File: config.mk
export PLATFORM = sky130hd
export DESIGN_NAME = usb_tx_top
export DESIGN_NICKNAME = d
export VERILOG_FILES = /design/src/design/usb_tx_pkg.sv /design/src/design/tx_fifo.sv /design/src/design/tx_line_encoder.sv /design/src/design/usb_crc16.sv /design/src/design/usb_tx_controller.sv /design/src/design/usb_tx_top.sv
export SDC_FILE = /design/constraint.sdc
export NUM_CORES = 1
export LEC_CHECK = 0
export CORE_MARGIN = 2
export CORE_UTILIZATION = 50
export CTS_CLUSTER_DIAMETER = 80
export DETAILED_ROUTE_END_ITERATION = 12
export DONT_BUFFER_PORTS = 1
export PLACE_DENSITY = 0.65
export SYNTH_ARGS = -nofsm -noshare
export SYNTH_HDL_FRONTEND = slang
export SYNTH_SLANG_ARGS = --single-unit
File: constraint.sdc
create_clock -name clk -period 7.7 [get_ports clk]
set_input_delay 0.77 -clock clk [delete_from_list [all_inputs] [get_ports clk]]
set_output_delay 0.77 -clock clk [all_outputs]
set_load 0.005 [all_outputs]
File: src/design/usb_tx_pkg.sv
/*
 * Shared types and constants for the full-speed packet transmitter.
 * FIFO_DEPTH must equal 2**FIFO_AW. BIT_CYCLES sets the line bit rate.
 */
package usb_tx_pkg;

	typedef logic [7:0] byte_t;
	typedef logic [15:0] crc_t;

	// Line bit timing in clock cycles
	localparam int BIT_CYCLES = 4;
	localparam int BIT_TIMER_W = $clog2(BIT_CYCLES);

	localparam int FIFO_DEPTH = 16;
	localparam int FIFO_AW = 4;

	// Seven zeros then a one, LSB first
	localparam byte_t SYNC_BYTE = 8'h80;

	localparam crc_t CRC_POLY = 16'h8005;
	localparam crc_t CRC_INIT = 16'hFFFF;

	// Run of ones that forces a stuffed zero
	localparam int STUFF_LEN = 6;
	localparam int STUFF_CNT_W = $clog2(STUFF_LEN + 1);

	typedef enum logic [3:0] {
		IDLE,
		LOAD_SYNC,
		TX_SYNC,
		READ_FIRST,
		LOAD,
		TX_DATA,
		READ,
		LOAD_CRC,
		TX_CRC,
		SEND_EOP
	} tx_state_t;

endpackage

File: src/design/tx_fifo.sv
/*
 * Byte FIFO between the host and the transmitter.
 * Writes while full are dropped. rd_data is the head and is only
 * meaningful while fifo_empty is low.
 */
`timescale 1ns/1ps

module tx_fifo import usb_tx_pkg::*; (
	input  logic  clk,
	input  logic  n_rst,
	input  logic  wr_en,
	input  byte_t wr_data,
	input  logic  read_enable,
	output byte_t rd_data,
	output logic  fifo_empty,
	output logic  fifo_full
);

	byte_t mem [FIFO_DEPTH];

	logic [FIFO_AW-1:0] wr_ptr;
	logic [FIFO_AW-1:0] rd_ptr;
	logic [FIFO_AW:0]   count;
	logic               do_write;
	logic               do_read;

	assign do_write = wr_en && !fifo_full;
	assign do_read  = read_enable && !fifo_empty;

	assign fifo_empty = (count == '0);
	// Top count bit is set only at FIFO_DEPTH entries
	assign fifo_full  = count[FIFO_AW];

	assign rd_data = mem[rd_ptr];

	always_ff @(posedge clk) begin
		if (do_write)
			mem[wr_ptr] <= wr_data;
	end

	always_ff @(posedge clk, negedge n_rst) begin
		if (!n_rst) begin
			wr_ptr <= '0;
			rd_ptr <= '0;
			count  <= '0;
		end else begin
			if (do_write)
				wr_ptr <= wr_ptr + 1'b1;
			if (do_read)
				rd_ptr <= rd_ptr + 1'b1;

			case ({do_write, do_read})
				2'b10:   count <= count + 1'b1;
				2'b01:   count <= count - 1'b1;
				default: count <= count;
			endcase
		end
	end

	// Controller only pops after it has seen a byte waiting
	a_no_pop_when_empty: assert property (
		@(posedge clk) disable iff (!n_rst)
		read_enable |-> !fifo_empty
	);

endmodule

File: src/design/tx_line_encoder.sv
/*
 * Serializer with bit stuffing, NRZI and EOP drive on dp/dm.
 * Bits go out LSB first, one every BIT_CYCLES clocks. byte_sent pulses as the
 * last loaded bit goes onto the line, so a reload within BIT_CYCLES-1 cycles keeps pace.
 */
`timescale 1ns/1ps

module tx_line_encoder import usb_tx_pkg::*; (
	input  logic  clk,
	input  logic  n_rst,
	input  logic  load_sync,
	input  logic  load_data,
	input  logic  load_crc,
	input  logic  tx_enable,
	input  logic  create_eop,
	input  byte_t rd_data,
	input  crc_t  crc,
	output logic  byte_sent,
	output logic  tx_shift,
	output logic  bit_out,
	output logic  line_idle,
	output logic  dp,
	output logic  dm
);

	logic [BIT_TIMER_W-1:0] timer;
	logic [15:0]            shreg;
	logic [4:0]             bit_cnt;
	logic [STUFF_CNT_W-1:0] ones;
	logic [1:0]             eop_cnt;
	logic                   eop_pending;
	logic                   in_packet;

	logic tick;
	logic stuff_now;
	logic take_bit;
	logic eop_start;
	logic eop_step;

	assign tick = (timer == BIT_TIMER_W'(BIT_CYCLES - 1));

	// A stuffed zero also goes out before EOP after a final run of ones
	assign stuff_now = tick && (ones == STUFF_CNT_W'(STUFF_LEN)) &&
		((tx_enable && bit_cnt != '0) || eop_pending);
	assign take_bit  = tick && !stuff_now && tx_enable && (bit_cnt != '0);
	assign eop_start = tick && !stuff_now && eop_pending && (bit_cnt == '0) &&
		(eop_cnt == '0);
	assign eop_step  = tick && (eop_cnt != '0);

	assign tx_shift  = take_bit;
	assign bit_out   = shreg[0];
	assign byte_sent = take_bit && (bit_cnt == 5'd1);
	assign line_idle = !in_packet;

	always_ff @(posedge clk) begin
		if (load_sync)
			shreg <= {8'h00, SYNC_BYTE};
		else if (load_data)
			shreg <= {8'h00, rd_data};
		else if (load_crc)
			shreg <= crc;
		else if (take_bit)
			shreg <= {1'b0, shreg[15:1]};
	end

	always_ff @(posedge clk, negedge n_rst) begin
		if (!n_rst) begin
			timer       <= BIT_TIMER_W'(BIT_CYCLES - 1);
			bit_cnt     <= '0;
			ones        <= '0;
			eop_cnt     <= '0;
			eop_pending <= 1'b0;
			in_packet   <= 1'b0;
			dp          <= 1'b1;
			dm          <= 1'b0;
		end else begin
			// Parked on the last count so the first bit starts right after a load
			if (!in_packet && bit_cnt == '0)
				timer <= BIT_TIMER_W'(BIT_CYCLES - 1);
			else if (tick)
				timer <= '0;
			else
				timer <= timer + 1'b1;

			if (load_sync || load_data)
				bit_cnt <= 5'd8;
			else if (load_crc)
				bit_cnt <= 5'd16;
			else if (take_bit)
				bit_cnt <= bit_cnt - 1'b1;

			if (take_bit)
				ones <= shreg[0] ? ones + 1'b1 : '0;
			else if (stuff_now || eop_start)
				ones <= '0;

			if (create_eop)
				eop_pending <= 1'b1;
			else if (eop_start)
				eop_pending <= 1'b0;

			// Two SE0 bit times, then one J
			if (eop_start)
				eop_cnt <= 2'd3;
			else if (eop_step)
				eop_cnt <= eop_cnt - 1'b1;

			if (take_bit)
				in_packet <= 1'b1;
			else if (eop_step && eop_cnt == 2'd1)
				in_packet <= 1'b0;

			if (eop_start) begin
				dp <= 1'b0;
				dm <= 1'b0;
			end else if (eop_step && eop_cnt == 2'd2) begin
				dp <= 1'b1;
				dm <= 1'b0;
			end else if (stuff_now || (take_bit && !shreg[0])) begin
				// NRZI toggles on every zero
				dp <= ~dp;
				dm <= ~dm;
			end
		end
	end

	a_load_when_drained: assert property (
		@(posedge clk) disable iff (!n_rst)
		(load_sync || load_data || load_crc) |-> (bit_cnt == '0)
	);

	a_no_se1: assert property (
		@(posedge clk) disable iff (!n_rst)
		!(dp && dm)
	);

endmodule

File: src/design/usb_crc16.sv
/*
 * Serial CRC-16 over the data stage, one bit per tx_shift.
 * crc is the inverted register, bit reversed so that crc[0] goes first.
 */
`timescale 1ns/1ps

module usb_crc16 import usb_tx_pkg::*; (
	input  logic clk,
	input  logic n_rst,
	input  logic crc_clear,
	input  logic crc_enable,
	input  logic tx_shift,
	input  logic bit_out,
	output crc_t crc
);

	crc_t crc_reg;
	logic feedback;

	assign feedback = bit_out ^ crc_reg[15];

	always_ff @(posedge clk, negedge n_rst) begin
		if (!n_rst) begin
			crc_reg <= CRC_INIT;
		end else if (crc_clear) begin
			crc_reg <= CRC_INIT;
		end else if (crc_enable && tx_shift) begin
			if (feedback)
				crc_reg <= {crc_reg[14:0], 1'b0} ^ CRC_POLY;
			else
				crc_reg <= {crc_reg[14:0], 1'b0};
		end
	end

	// Register MSB leaves the line first
	always_comb begin
		for (int i = 0; i < 16; i++) begin
			crc[i] = ~crc_reg[15 - i];
		end
	end

endmodule

File: src/design/usb_tx_controller.sv
/*
 * Packet sequencer: SYNC, FIFO bytes, CRC, then EOP.
 * Only transmit_start begins a packet. An empty FIFO gives an empty data stage.
 */
`timescale 1ns/1ps

module usb_tx_controller import usb_tx_pkg::*; (
	input  logic clk,
	input  logic n_rst,
	input  logic transmit_start,
	input  logic fifo_empty,
	input  logic byte_sent,
	input  logic line_idle,
	output logic read_enable,
	output logic load_sync,
	output logic load_data,
	output logic load_crc,
	output logic tx_enable,
	output logic crc_enable,
	output logic crc_clear,
	output logic create_eop,
	output logic transmitting
);

	tx_state_t state;
	tx_state_t next_state;

	always_ff @(posedge clk, negedge n_rst) begin
		if (!n_rst)
			state <= IDLE;
		else
			state <= next_state;
	end

	always_comb begin
		next_state   = state;
		read_enable  = 1'b0;
		load_sync    = 1'b0;
		load_data    = 1'b0;
		load_crc     = 1'b0;
		tx_enable    = 1'b0;
		crc_enable   = 1'b0;
		crc_clear    = 1'b0;
		create_eop   = 1'b0;
		transmitting = 1'b1;

		case (state)
			IDLE: begin
				transmitting = 1'b0;
				crc_clear    = 1'b1;
				if (transmit_start)
					next_state = LOAD_SYNC;
			end

			LOAD_SYNC: begin
				load_sync  = 1'b1;
				next_state = TX_SYNC;
			end

			TX_SYNC: begin
				tx_enable = 1'b1;
				if (byte_sent)
					next_state = READ_FIRST;
			end

			// Also the empty check after each pop
			READ_FIRST: begin
				if (fifo_empty)
					next_state = LOAD_CRC;
				else
					next_state = LOAD;
			end

			LOAD: begin
				load_data  = 1'b1;
				next_state = TX_DATA;
			end

			TX_DATA: begin
				tx_enable  = 1'b1;
				crc_enable = 1'b1;
				if (byte_sent)
					next_state = READ;
			end

			// Drop the byte just sent
			READ: begin
				read_enable = 1'b1;
				next_state  = READ_FIRST;
			end

			LOAD_CRC: begin
				load_crc   = 1'b1;
				next_state = TX_CRC;
			end

			TX_CRC: begin
				tx_enable = 1'b1;
				if (byte_sent) begin
					create_eop = 1'b1;
					next_state = SEND_EOP;
				end
			end

			SEND_EOP: begin
				if (line_idle)
					next_state = IDLE;
			end

			default: begin
				next_state = IDLE;
			end
		endcase
	end

endmodule

File: src/design/usb_tx_top.sv
/*
 * Full-speed style packet transmitter. One byte per cycle on wr_en,
 * a pulse on transmit_start sends the FIFO contents as one packet.
 */
`timescale 1ns/1ps

module usb_tx_top import usb_tx_pkg::*; (
	input  logic  clk,
	input  logic  n_rst,
	input  logic  wr_en,
	input  byte_t wr_data,
	input  logic  transmit_start,
	output logic  fifo_full,
	output logic  transmitting,
	output logic  dp,
	output logic  dm
);

	byte_t rd_data;
	crc_t  crc;
	logic  fifo_empty;
	logic  read_enable;
	logic  load_sync;
	logic  load_data;
	logic  load_crc;
	logic  tx_enable;
	logic  crc_enable;
	logic  crc_clear;
	logic  create_eop;
	logic  byte_sent;
	logic  line_idle;
	logic  tx_shift;
	logic  bit_out;

	tx_fifo u_fifo (
		.clk         (clk),
		.n_rst       (n_rst),
		.wr_en       (wr_en),
		.wr_data     (wr_data),
		.read_enable (read_enable),
		.rd_data     (rd_data),
		.fifo_empty  (fifo_empty),
		.fifo_full   (fifo_full)
	);

	usb_tx_controller u_ctrl (
		.clk            (clk),
		.n_rst          (n_rst),
		.transmit_start (transmit_start),
		.fifo_empty     (fifo_empty),
		.byte_sent      (byte_sent),
		.line_idle      (line_idle),
		.read_enable    (read_enable),
		.load_sync      (load_sync),
		.load_data      (load_data),
		.load_crc       (load_crc),
		.tx_enable      (tx_enable),
		.crc_enable     (crc_enable),
		.crc_clear      (crc_clear),
		.create_eop     (create_eop),
		.transmitting   (transmitting)
	);

	usb_crc16 u_crc (
		.clk        (clk),
		.n_rst      (n_rst),
		.crc_clear  (crc_clear),
		.crc_enable (crc_enable),
		.tx_shift   (tx_shift),
		.bit_out    (bit_out),
		.crc        (crc)
	);

	tx_line_encoder u_enc (
		.clk        (clk),
		.n_rst      (n_rst),
		.load_sync  (load_sync),
		.load_data  (load_data),
		.load_crc   (load_crc),
		.tx_enable  (tx_enable),
		.create_eop (create_eop),
		.rd_data    (rd_data),
		.crc        (crc),
		.byte_sent  (byte_sent),
		.tx_shift   (tx_shift),
		.bit_out    (bit_out),
		.line_idle  (line_idle),
		.dp         (dp),
		.dm         (dm)
	);

endmodule

# ---- Word level (Yosys, flattened, before mapping)
# Memory sizes are Yosys's and may differ from the RTL's.
# Cells that the tools add are included.
dict set report totals {
  reg_bits 65
  ram_bits 128
  output_inout_bits 4
  elab_cells 157
  n_memories 1
}
# memory words width rd rd_clocked_by_memory_dff wr line
set memory_table {}
lappend memory_table {u_fifo.mem 16 8 1 0 1 tx_fifo.sv:19} ;# byte_t mem [FIFO_DEPTH];
dict set report classes {
  n_addsub 8
  n_eq_ne 21
  mux 46
  bitwise_logic 20
  n_reduce_logical 46
}
# op count
set ops {}
lappend ops {{$mux W16} 5}
lappend ops {{$pmux W4 S10} 1}
lappend ops {{$mux W1} 22}
lappend ops {{$mux W4} 5}
lappend ops {{$logic_and A1 B1 Y1} 18}
lappend ops {{$not A1 Y1} 18}
lappend ops {{$eq A4 B3 Y1 const B} 4}
lappend ops {{$reduce_bool A2 Y1} 8}
lappend ops {{$mux W5} 3}
lappend ops {{$logic_not A5 Y1} 2}
lappend ops {{$mux W2} 5}
lappend ops {{$ne A2 B2 Y1 const B} 5}
lappend ops {{$pmux W5 S2} 1}
lappend ops {{$sub A5 B1 Y5 const B} 2}
lappend ops {{$mux W3} 3}
lappend ops {{$reduce_bool A3 Y1} 3}
lappend ops {{$add A4 B1 Y4 const B} 2}
lappend ops {{$eq A4 B2 Y1 const B} 2}
lappend ops {{$eq A4 B4 Y1 const B} 2}
lappend ops {{$mux W8} 1}
lappend ops {{$eq A2 B2 Y1 const B} 3}
lappend ops {{$add A5 B1 Y5 const B} 1}
lappend ops {{$eq A5 B1 Y1 const B} 1}
lappend ops {{$logic_not A1 Y1} 5}
lappend ops {{15 further kinds} 19}

# ---- Logic depth before layout (Yosys ltp)
# Gate-level depths: netlist (run 1).
dict set report depth {
  depth_word 15
  mapped_depth 10
  ltp_nobuf 10
}

# ---- Cells and area by module
# From an unflattened synthesis (run 1), not the netlist that was laid out.
dict set report unflattened {
  cells_unflattened 634
  area_unflattened_um2 8612.0
}
# module instances cells_each area_each_um2 seq_area_each_um2
set by_module_without_submodules {}
lappend by_module_without_submodules {tx_fifo 1 327 5750.5 4169.0}
lappend by_module_without_submodules {tx_line_encoder 1 190 1744.2 724.4}
lappend by_module_without_submodules {usb_crc16 1 73 737.0 420.4}
lappend by_module_without_submodules {usb_tx_controller 1 44 380.4 100.1}

# ---- Worst setup path after synthesis (run 1)
# No wires, ideal clock.
dict set report synth_path {
  path_type {register -> register}
  from {register u_fifo.count[0]}
  to {register u_fifo.count[4]}
  setup_ns 0.126
  arrival_time_ns 2.515
  required_time_ns 7.574
  path_slack_ns 5.059
  stages_incl_launch_ff 11
  n_path_buf 0
  period_less_slack_ns 2.641
  cell_sequence {dfrtp_1 -> or4_1 -> nor2_1 -> nor3_2 -> ha_1 -> fa_1 -> a21o_1 -> a21oi_1 -> xor2_1 -> nor2_1 -> xor2_1}
}
dict set report synth_via {
  elab_chain_cells 5
  word_cells_on_any_way 9
  cone_classes {2 x add/sub; 2 x eq/ne; 1 x mux; 4 x reduce/logical}
}
# element line
set synth_lines {}
lappend synth_lines {{start: declaration} tx_fifo.sv:23} ;# logic [FIFO_AW:0] count;
lappend synth_lines {{start signal: assignment} tx_fifo.sv:53} ;# 2'b10: count <= count + 1'b1;
lappend synth_lines {{start signal: assignment} tx_fifo.sv:54} ;# 2'b01: count <= count - 1'b1;
lappend synth_lines {{start signal: assignment} tx_fifo.sv:55} ;# default: count <= count;
lappend synth_lines {{$logic_not A5 Y1 (*)} tx_fifo.sv:30} ;# assign fifo_empty = (count == '0);
lappend synth_lines {{$logic_not A1 Y1 (*)} tx_fifo.sv:28} ;# assign do_read = read_enable && !fifo_empty;
lappend synth_lines {{$logic_and A1 B1 Y1 (*)} tx_fifo.sv:28}
lappend synth_lines {{via u_fifo.do_read} tx_fifo.sv:25} ;# logic do_read;
lappend synth_lines {{$eq A2 B1 Y1 or $eq A2 B2 Y1 (tied branches)} tx_fifo.sv:52} ;# case ({do_write, do_read})
lappend synth_lines {{$pmux W5 S2 or $reduce_bool A2 Y1 (tied branches)} n/a}
# The timed path passes the listed nets; every way through them passes the cells marked *.
# A chain may end at the register's enable or synchronous reset.

# ---- Final worst setup path (run 1)
dict set report layout_path {
  from {register u_fifo.count[4]}
  to {register u_fifo.count[4]}
}
dict set report layout_via {
  elab_chain_cells 5
  word_cells_on_any_way 11
  cone_classes {2 x add/sub; 2 x eq/ne; 1 x mux; 6 x reduce/logical}
}
# element
set layout_lines {}
lappend layout_lines {{branches (longest 5 deep; another with $sub A5 B1 Y5)}}
# Several ways; the timed one is not identified.

==> results.toml, run 1 <==
[sta]
rsz0062_at_grt = "no"
finalCritPeriodShare_pct = 37.1
fin_tns_setup_ps = 0
worstMarginPinSlew_ps = 1250
clock_skew_ps = 9.23
min_period_ps = 2850
setup_viol = 0
slew_headroom_pct = 16.2
final_hold_viol_count = 0
fmax_ghz = 0.350
hold_slack_ps = 29.2
slew_viol_final = 0

[clock_tree]
cts.clk_slew.worst_paths_ps = 70
clock_sinks = 193
tritoncts = "built"
insertion_delay_ps = 430
cts_setup_buffers = 0
h-tree-depth = 4
cts_resized = 0
root_buffer = "clkbuf_16"
numCtsBuffers = 17
cts_hold_buf = 0
clock_path_buffers = 2

[routing]
first_pass_iters = 5
num_vias = 4593
via_per_inst = 5.72
drcViolationCount = 0
drtIter0Drc = 378
postRouteAntennaNets = 0
drt-wirelength-per-cell_um = 19.7
routed_wl_um = 15800

[floorplan]
die_x_um = 133
die_h_um = 133
start_util_pct = 50.6
dieArea_um2 = 17700
ios = 16
coreArea_um2 = 16500
rows = 47

[worst_setup_path]
cp.required_ps = 8000
start_kind = "flip-flop"
end_kind = "flip-flop"
worstPathMaxFanout = 9
critPathArrivalTime_ps = 3160
crit_start = "u_fifo.count[4]"
rr_startpoint = "u_fifo.count[4]"
critical_path_class = "flip-flop to flip-flop"

[power_and_ir_drop]
finalPower_mw = 2.27
max-vdd-ir-drop_mv = 0.237
p_per_area_nw_per_um2 = 250
p_leak_nw = 3.10

[run_status]
status = "completed"

[finish]
largest_reg_flops = 128
syn_to_final_growth_pct = 8.66
fin_area_um2 = 9060
drive_gt1_share_pct = 17.7
antennaDiodeCount = 0
postLayoutCoreUtil_pct = 55.0
finalNetCount = 601

[logic_synthesis]
synthTopCellsByArea = "edfxtp_1 46%, dfrtp_1 9.0%, mux4_2 8.4%"
synthCells = 577
synth_top_area_share_pct = 46.1
synth-seq-cells = 193
synth.cells.most_frequent = "128 x edfxtp_1, 74 x nand2_1, 31 x mux4_2"
netlist_area_um2 = 8340
synth_area_per_cell_um2 = 14.5
syn_nets = 608
yosysMostFrequentCell = "edfxtp_1"
synth_top_area_cell = "edfxtp_1"
seq_area_frac_synth_pct = 64.9
ys_warn_count = 0
synth_edf_count = 128
synthArstFlopShare_pct = 25.4
synth_ff_type = "edfxtp_1"
ys_types = 59

[global_route]
grt_max_degree = 50
gr-total-overflow = 0
grt_pass1_wl_um = 25800
antenna_found_initial = 0
grt_use_total_pct = 19.2
grt_pass1_vias = 4867

[placed_design]
dpl-instance-area_um2 = 8490
portBuffers = 0
hpwl_um = 10400
place_congestion = 0.762

[hold_path]
min-delay-path-class = "primary input to async pin"

[flow_run]
max-cap-violations = 0
worst max-delay path, stage by stage, from the launching register on:
cell	delay [ps]
dfrtp_1	470
nor2b_1	710
inv_1	100
ha_1	300
fa_1	440
a21o_1	180
a21oi_1	170
xor2_1	160
nor2_1	60
xor2_1	140
per-layer routing:
metal  track usage [%]  vias up  part of all wire [%]
li1                  -     2142                     -
met1              24.2     2345                    43
met2              33.0       82                    51
met3              4.87       24                   4.1
met4              6.15        0                   1.7
met5                 0        -                     0
where the power goes:
part           switching [mW]  total (mW)  leakage (nW)  internal [mW]
Clock                   0.398       0.857         0.281          0.459
Combinational           0.105       0.172         0.945         0.0665
Sequential             0.0490        1.24          1.88           1.19
Total                   0.552        2.27          3.10           1.72
cell families after synthesis:
logic type	share of synthesized area, %
flops	64.9
mux	11.9
compound gates	5.61
simple gates	10.1
buf+inv	2.30
fa+ha+maj	2.94
xor+xnor	2.21
stage by stage:
stage          instances  setup WS, ps
2_1_floorplan        577          5060
3_3_place_gp         771          4630
3_5_place_dp         771          4550
4_1_cts              803          4810
5_1_grt              803          4630
6_report             803          4850
layout make-up:
cell class	instances	area [um^2]
clock inverter	13	140
fill	1336	7410
multi-input combinational	344	2730
inverter	11	41.3
tap	220	275
timing repair buffer	3	22.5
clock buffer	19	433
sequential	193	5420
final timing paths:
kind | to | slack, ps | cells after the start
max in group asynchronous | u_crc.crc_reg[13] | 7480 | 0
worst min-delay path | u_fifo.wr_ptr[3] | 30 | 0
worst max-delay path | u_fifo.count[4] | 4850 | 9
worst max register to register | u_fifo.count[4] | 4850 | 9
min in group clk | u_fifo.mem[9][5] | 430 | 0
worst min register to register | u_enc.shreg[11] | 470 | 2
layout by cell type (no fill, tap or decap), types with 5 or more instances in the layout:
cell type / netlist / final
edfxtp_1: 128 / 128
and2_1: 8 / 8
mux4_2: 31 / 31
xnor2_1: 13 / 13
ha_1: 18 / 18
dfrtp_1: 30 / 29
inv_1: 11 / 11
dfstp_2: 19 / 19
o221ai_1: 7 / 7
mux2_2: 10 / 10
xor2_1: 8 / 8
mux2i_1: 18 / 18
o21ai_0: 16 / 16
dfxtp_1: 16 / 16
nor3_1: 9 / 9
a31oi_1: 10 / 10
nor2_1: 30 / 30
nand2b_1: 5 / 5
nand2_1: 74 / 74
a21oi_1: 8 / 8
nand3_1: 30 / 30
clkbuf_16: 0 / 17
Note: power is estimated with default switching activity, not from simulation.
==> run 2, diff against run 1 <==
Settings changed: ABC_AREA set to 1.
Clock period 7.7 ns to 2.7 ns, I/O delays scaled along.
==> run 2 against run 1 <==
Against the previous run: final area rose by 7.5%; power rose to 4.5 times the previous value; maximum frequency rose by 19%; area after synthesis rose by 4.3%; sequential cell count did not move; synthesized cell count rose by 52%; sequential share of layout area fell by 4.2 points; count of clock-buffer cells in the layout fell by 1; critical path depth rose by 3; sequential power rose to 3.2 times the previous value; clock power rose to 3.0 times the previous value; utilization rose by 1.7 points.
==> results.toml, run 2 <==
[clock_tree]
numCtsBuffers = 17
h-tree-depth = 4
root_buffer = "clkbuf_16"
tritoncts = "built"
cts.clk_slew.worst_paths_ps = 70
clock_path_buffers = 2
clock_sinks = 193
insertion_delay_ps = 440

[finish]
final_common_cell = "nand2_1"
finalNetCount = 930
drive_gt1_share_pct = 12.2
largest_reg_flops = 128
postLayoutCoreUtil_pct = 56.7
syn_to_final_growth_pct = 12.0
antennaDiodeCount = 0
layout.cells.non_filler = 1136
layout_common_cells = "267 x nand2_1, 128 x edfxtp_1, 125 x nand3_1, 63 x nor2_1, 41 x inv_1"

[logic_synthesis]
yosysMostFrequentCell = "nand2_1"
synthArstFlopShare_pct = 25.4
ys_warn_count = 0
synth.cells.most_frequent = "267 x nand2_1, 128 x edfxtp_1, 125 x nand3_1, 63 x nor2_1, 42 x inv_1"
ys_types = 41
synth_area_per_cell_um2 = 9.90
seq_area_frac_synth_pct = 62.2
synth_edf_count = 128
synth_top_area_share_pct = 44.2
synth-seq-cells = 193
synthTopCellsByArea = "edfxtp_1 44%, nand2_1 12%, dfrtp_1 8.6%"
synthCells = 879
synth_top_area_cell = "edfxtp_1"
syn_nets = 910
netlist_area_um2 = 8700
synth_ff_type = "edfxtp_1"

[sta]
clock_skew_ps = 9.88
finalCritPeriodShare_pct = 88.8
final_hold_viol_count = 0
slew_headroom_pct = 50.6
setup_ws_ps = 302
fin_tns_setup_ps = 0
worstMarginPinSlew_ps = 738
rsz0062_at_grt = "no"
slew_viol_final = 0
min_period_ps = 2400
fmax_ghz = 0.417
setup_viol = 0

[global_route]
grt_max_degree = 67
gr-total-overflow = 0
antenna_found_initial = 0
grt_pass1_vias = 5715
grt_pass1_wl_um = 29800
grt_use_total_pct = 21.4

[floorplan]
ios = 16
coreArea_um2 = 17200
die_x_um = 136
dieArea_um2 = 18500
start_util_pct = 50.6
die_h_um = 136
rows = 48

[flow_run]
max-cap-violations = 0

[worst_setup_path]
rrSetupSlack_ps = 300
worstPathMaxFanout = 6
critical_path_class = "flip-flop to flip-flop"
end_kind = "flip-flop"
cp.required_ps = 3020
start_kind = "flip-flop"
critPathArrivalTime_ps = 2710

[routing]
num_vias = 6032
first_pass_iters = 5
via_per_inst = 5.31
postRouteAntennaNets = 0
drt-wirelength-per-cell_um = 16.2
drcViolationCount = 0
routed_wl_um = 18400
drtIter0Drc = 504

[run_status]
status = "completed"

[power_and_ir_drop]
max-vdd-ir-drop_mv = 0.503
p_leak_nw = 4.04
swShare_pct = 38.2
p_int_mw = 6.32
finalPower_mw = 10.2
pwr-share-clk_pct = 25.5
p_per_area_nw_per_um2 = 1050
combPwrFrac_pct = 35.4
p_sw_mw = 3.91
seq_power_share_pct = 39.2

[placed_design]
hpwl_um = 11400
dp.cells = 1095
place_congestion = 0.862
pre_cts_slack_ps = 315
portBuffers = 0

[hold_path]
min-delay-path-class = "primary input to flip-flop"
run 2: changes by cell type in the layout (fill, tap and decap cells not counted), sizes merged, moves of 10 or more:
| cell | change |
|---|---|
| nand3 | +99 |
| mux2i | -18 |
| nand2 | +207 |
| a21oi | +16 |
| buf | +23 |
| o21ai | +22 |
| mux2 | -10 |
| mux4 | -31 |
| inv | +35 |
| nor2 | +39 |
run 2: layer usage:
metal	part of all wire [%]	routed length, um	global-route usage [%]	vias up
met3	4.6	852	4.70	35
li1	-	-	-	2999
met2	46	8530	32.6	114
met1	47	8590	30.4	2884
met4	2.5	455	7.93	0
met5	0	0	0	-
run 2: repair_timing:
item / in CTS / in global routing
buffers inserted: 0 / 0
gates resized for setup: 0 / 0
hold endpoints to repair: 177 / 0
hold buffers: 10 / 0
run 2: path summary, 6_finish.rpt:
path / start / end / cells past startpoint
max: u_ctrl.state[3] / u_fifo.count[4] / 12
min: wr_en / u_fifo.wr_ptr[0] / 2
min reg2reg: u_enc.shreg[14] / u_enc.shreg[14] / 2
max reg2reg: u_ctrl.state[3] / u_fifo.count[4] / 12
min in group asynchronous: n_rst / u_enc.bit_cnt[4] / 2
max in group asynchronous: n_rst / u_enc.timer[1] / 2
run 2: per-stage QoR:
stage / instance area [um^2] / hold slack [ps]
after CTS: 9740 / 113
after floorplan: 8700 / -25.6
after global routing: 9740 / 98.3
after global placement: 9020 / -18.0
final: 9740 / 104
after detailed placement: 9020 / -18.2
run 2: layout make-up:
type                            count  area [um^2]
Sequential cell                   193         5420
Clock buffer                       18          429
Fill cell                        1518         7440
Inverter                           51          194
Multi-Input combinational cell    601         2930
Timing Repair Buffer               35          318
Tap cell                          225          282
Clock inverter                     13          176
run 2: worst max-delay path, stage by stage (launching register included):
cell	delay, ps
dfrtp_1	410
nor2_2	210
inv_1	100
nor2_1	130
nand2_1	90
inv_1	120
ha_1	300
ha_1	310
a21oi_1	150
nand2_1	90
a21oi_1	120
o21ai_0	110
xor2_1	150
run 2: logic make-up after synthesis:
group                      after synthesis  share of synthesized area, %
buffers and inverters                   85                          4.13
AOI/OAI and AO/OA                       72                          4.36
DFF                                    193                          62.2
adders and majority gates               19                          2.82
xor gates and xnor gates                13                          1.31
and+or+nand+nor                        497                          25.1
run 2: power by group through the flow:
stage	sequential (mW)	clock [mW]	combinational, mW
final	4.01	2.61	3.62
after global routing	4.06	2.75	4.11
after CTS	4.01	2.63	3.63
after detailed placement	4.06	0	3.54
after global placement	4.05	0	3.49
after floorplan	3.96	0	2.68
==> run 3, diff against run 2 <==
Settings changed: ABC_AREA 1 to unset, PLACE_DENSITY 0.65 to unset.
==> run 3 against run 2 <==
Against the previous run: first-iteration DRC count shrank 33%; wire length fell by 17%; non-clock buffer count is 4 higher; critical path type unchanged; largest power group unchanged.
==> results.toml, run 3 (synthesis gave the netlist of run 1 again) <==
[global_route]
grt_pass1_vias = 4810
grt_pass1_wl_um = 25100
grt_use_total_pct = 18.6
grt_use_met3_pct = 4.03
grtUsageMet2_pct = 32.5
gr-total-overflow = 0
grt_most_used_layer = "met2"
grtUsageMet1_pct = 23.7
antenna_found_initial = 0
grt_max_degree = 50

[clock_tree]
cts_setup_buffers = 0
h-tree-depth = 4
cts.clk_slew.worst_paths_ps = 80
insertion_delay_ps = 440
clock_path_buffers = 2
clock_sinks = 193
tritoncts = "built"
numCtsBuffers = 17
root_buffer = "clkbuf_16"

[floorplan]
rows = 47
start_util_pct = 50.6
die_h_um = 133
dieArea_um2 = 17700
die_x_um = 133
coreArea_um2 = 16500
ios = 16

[worst_setup_path]
end_kind = "flip-flop"
cp.required_ps = 3020
critPathArrivalTime_ps = 2900
worstPathMaxFanout = 5
start_kind = "flip-flop"
critical_path_class = "flip-flop to flip-flop"

[routing]
postRouteAntennaNets = 0
drcViolationCount = 0
drtIter0Drc = 338
via_per_inst = 5.56
routed_wl_um = 15400
num_vias = 4666
first_pass_iters = 4
drt-wirelength-per-cell_um = 18.3

[sta]
min_period_ps = 2580
final_hold_viol_count = 0
slew_headroom_pct = 36.3
worstMarginPinSlew_ps = 952
fmax_ghz = 0.387
hold_slack_ps = 317
setup_viol = 0
finalCritPeriodShare_pct = 95.6
slew_viol_final = 0
clock_skew_ps = 18.2

[flow_run]
max-cap-violations = 0

[power_and_ir_drop]
max-vdd-ir-drop_mv = 0.509
finalPower_mw = 6.65
p_per_area_nw_per_um2 = 705
p_leak_nw = 3.30

[finish]
finalNetCount = 637
antennaDiodeCount = 0
layout_common_cells = "128 x edfxtp_1, 74 x nand2_1, 31 x mux4_2, 30 x nand3_1"
final_common_cell = "edfxtp_1"
syn_to_final_growth_pct = 13.1
drive_gt1_share_pct = 22.0
largest_reg_flops = 128
postLayoutCoreUtil_pct = 57.3
fillCellCount = 1330

[hold_path]
min-delay-path-class = "primary input to flip-flop"

[run_status]
status = "completed"

[placed_design]
portBuffers = 0
place_congestion = 0.730
hpwl_um = 10300
run 3: cell type report:
class	count	area [um^2]	area share [%]
clock buffers	17	425	4.51
clock inverters	15	173	1.83
inverters	11	41.3	0.438
multi-input cells	344	2760	29.2
flip-flops and latches	193	5420	57.4
well taps	220	275	2.92
repair buffers	39	348	3.69
run 3: what timing repair did:
item / in CTS / in global routing
hold endpoints to repair: 177 / 0
endpoints found under the setup margin: 1 / 1
gates resized for setup: 2 / 3
hold buffers: 10 / 0
run 3: critical path: stages, from the launching register on:
cell     delay [ps]
dfrtp_1         430
or4_4           510
nor2_2          130
nor3_2           70
ha_2            250
fa_2            370
a21o_1          170
a21oi_1         180
xor2_1          160
nor2_1           60
xor2_1          130
run 3: final timing paths:
path	from	endpoint	slack, ps	cells past startpoint
setup / recovery	u_fifo.count[2]	u_fifo.count[4]	120	10
min in group asynchronous	n_rst	u_fifo.wr_ptr[2]	360	2
max in group asynchronous	n_rst	u_crc.crc_reg[15]	2040	2
hold / removal	wr_en	u_fifo.wr_ptr[0]	320	3
setup reg to reg	u_fifo.count[2]	u_fifo.count[4]	120	10
hold reg to reg	u_enc.shreg[14]	u_enc.shreg[13]	470	2
run 3: metal layers:
metal | vias to the layer above | share of wire [%] | wire [um]
met3 | 12 | 2.7 | 412
met5 | - | 0 | 0
met4 | 0 | 0.93 | 143
met2 | 73 | 53 | 8170
met1 | 2351 | 43 | 6650
li1 | 2230 | - | -
run 3: stage by stage:
stage / setup slack [ps] / instances / TNS [ps] / area (um^2)
after global placement: 58.5 / 797 / 0 / 8690
final: 119 / 839 / 0 / 9430
after floorplan: 58.6 / 577 / 0 / 8340
after CTS: 38.2 / 839 / 0 / 9420
after global routing: -2.05 / 839 / -2.05 / 9430
after detailed placement: -45.3 / 797 / -45.3 / 8690
run 3: where the power goes:
part | leakage, nW | switching [mW] | internal, mW
Clock | 0.289 | 1.25 | 1.26
Sequential | 1.88 | 0.115 | 3.39
Combinational | 1.13 | 0.359 | 0.279
Total | 3.30 | 1.72 | 4.93
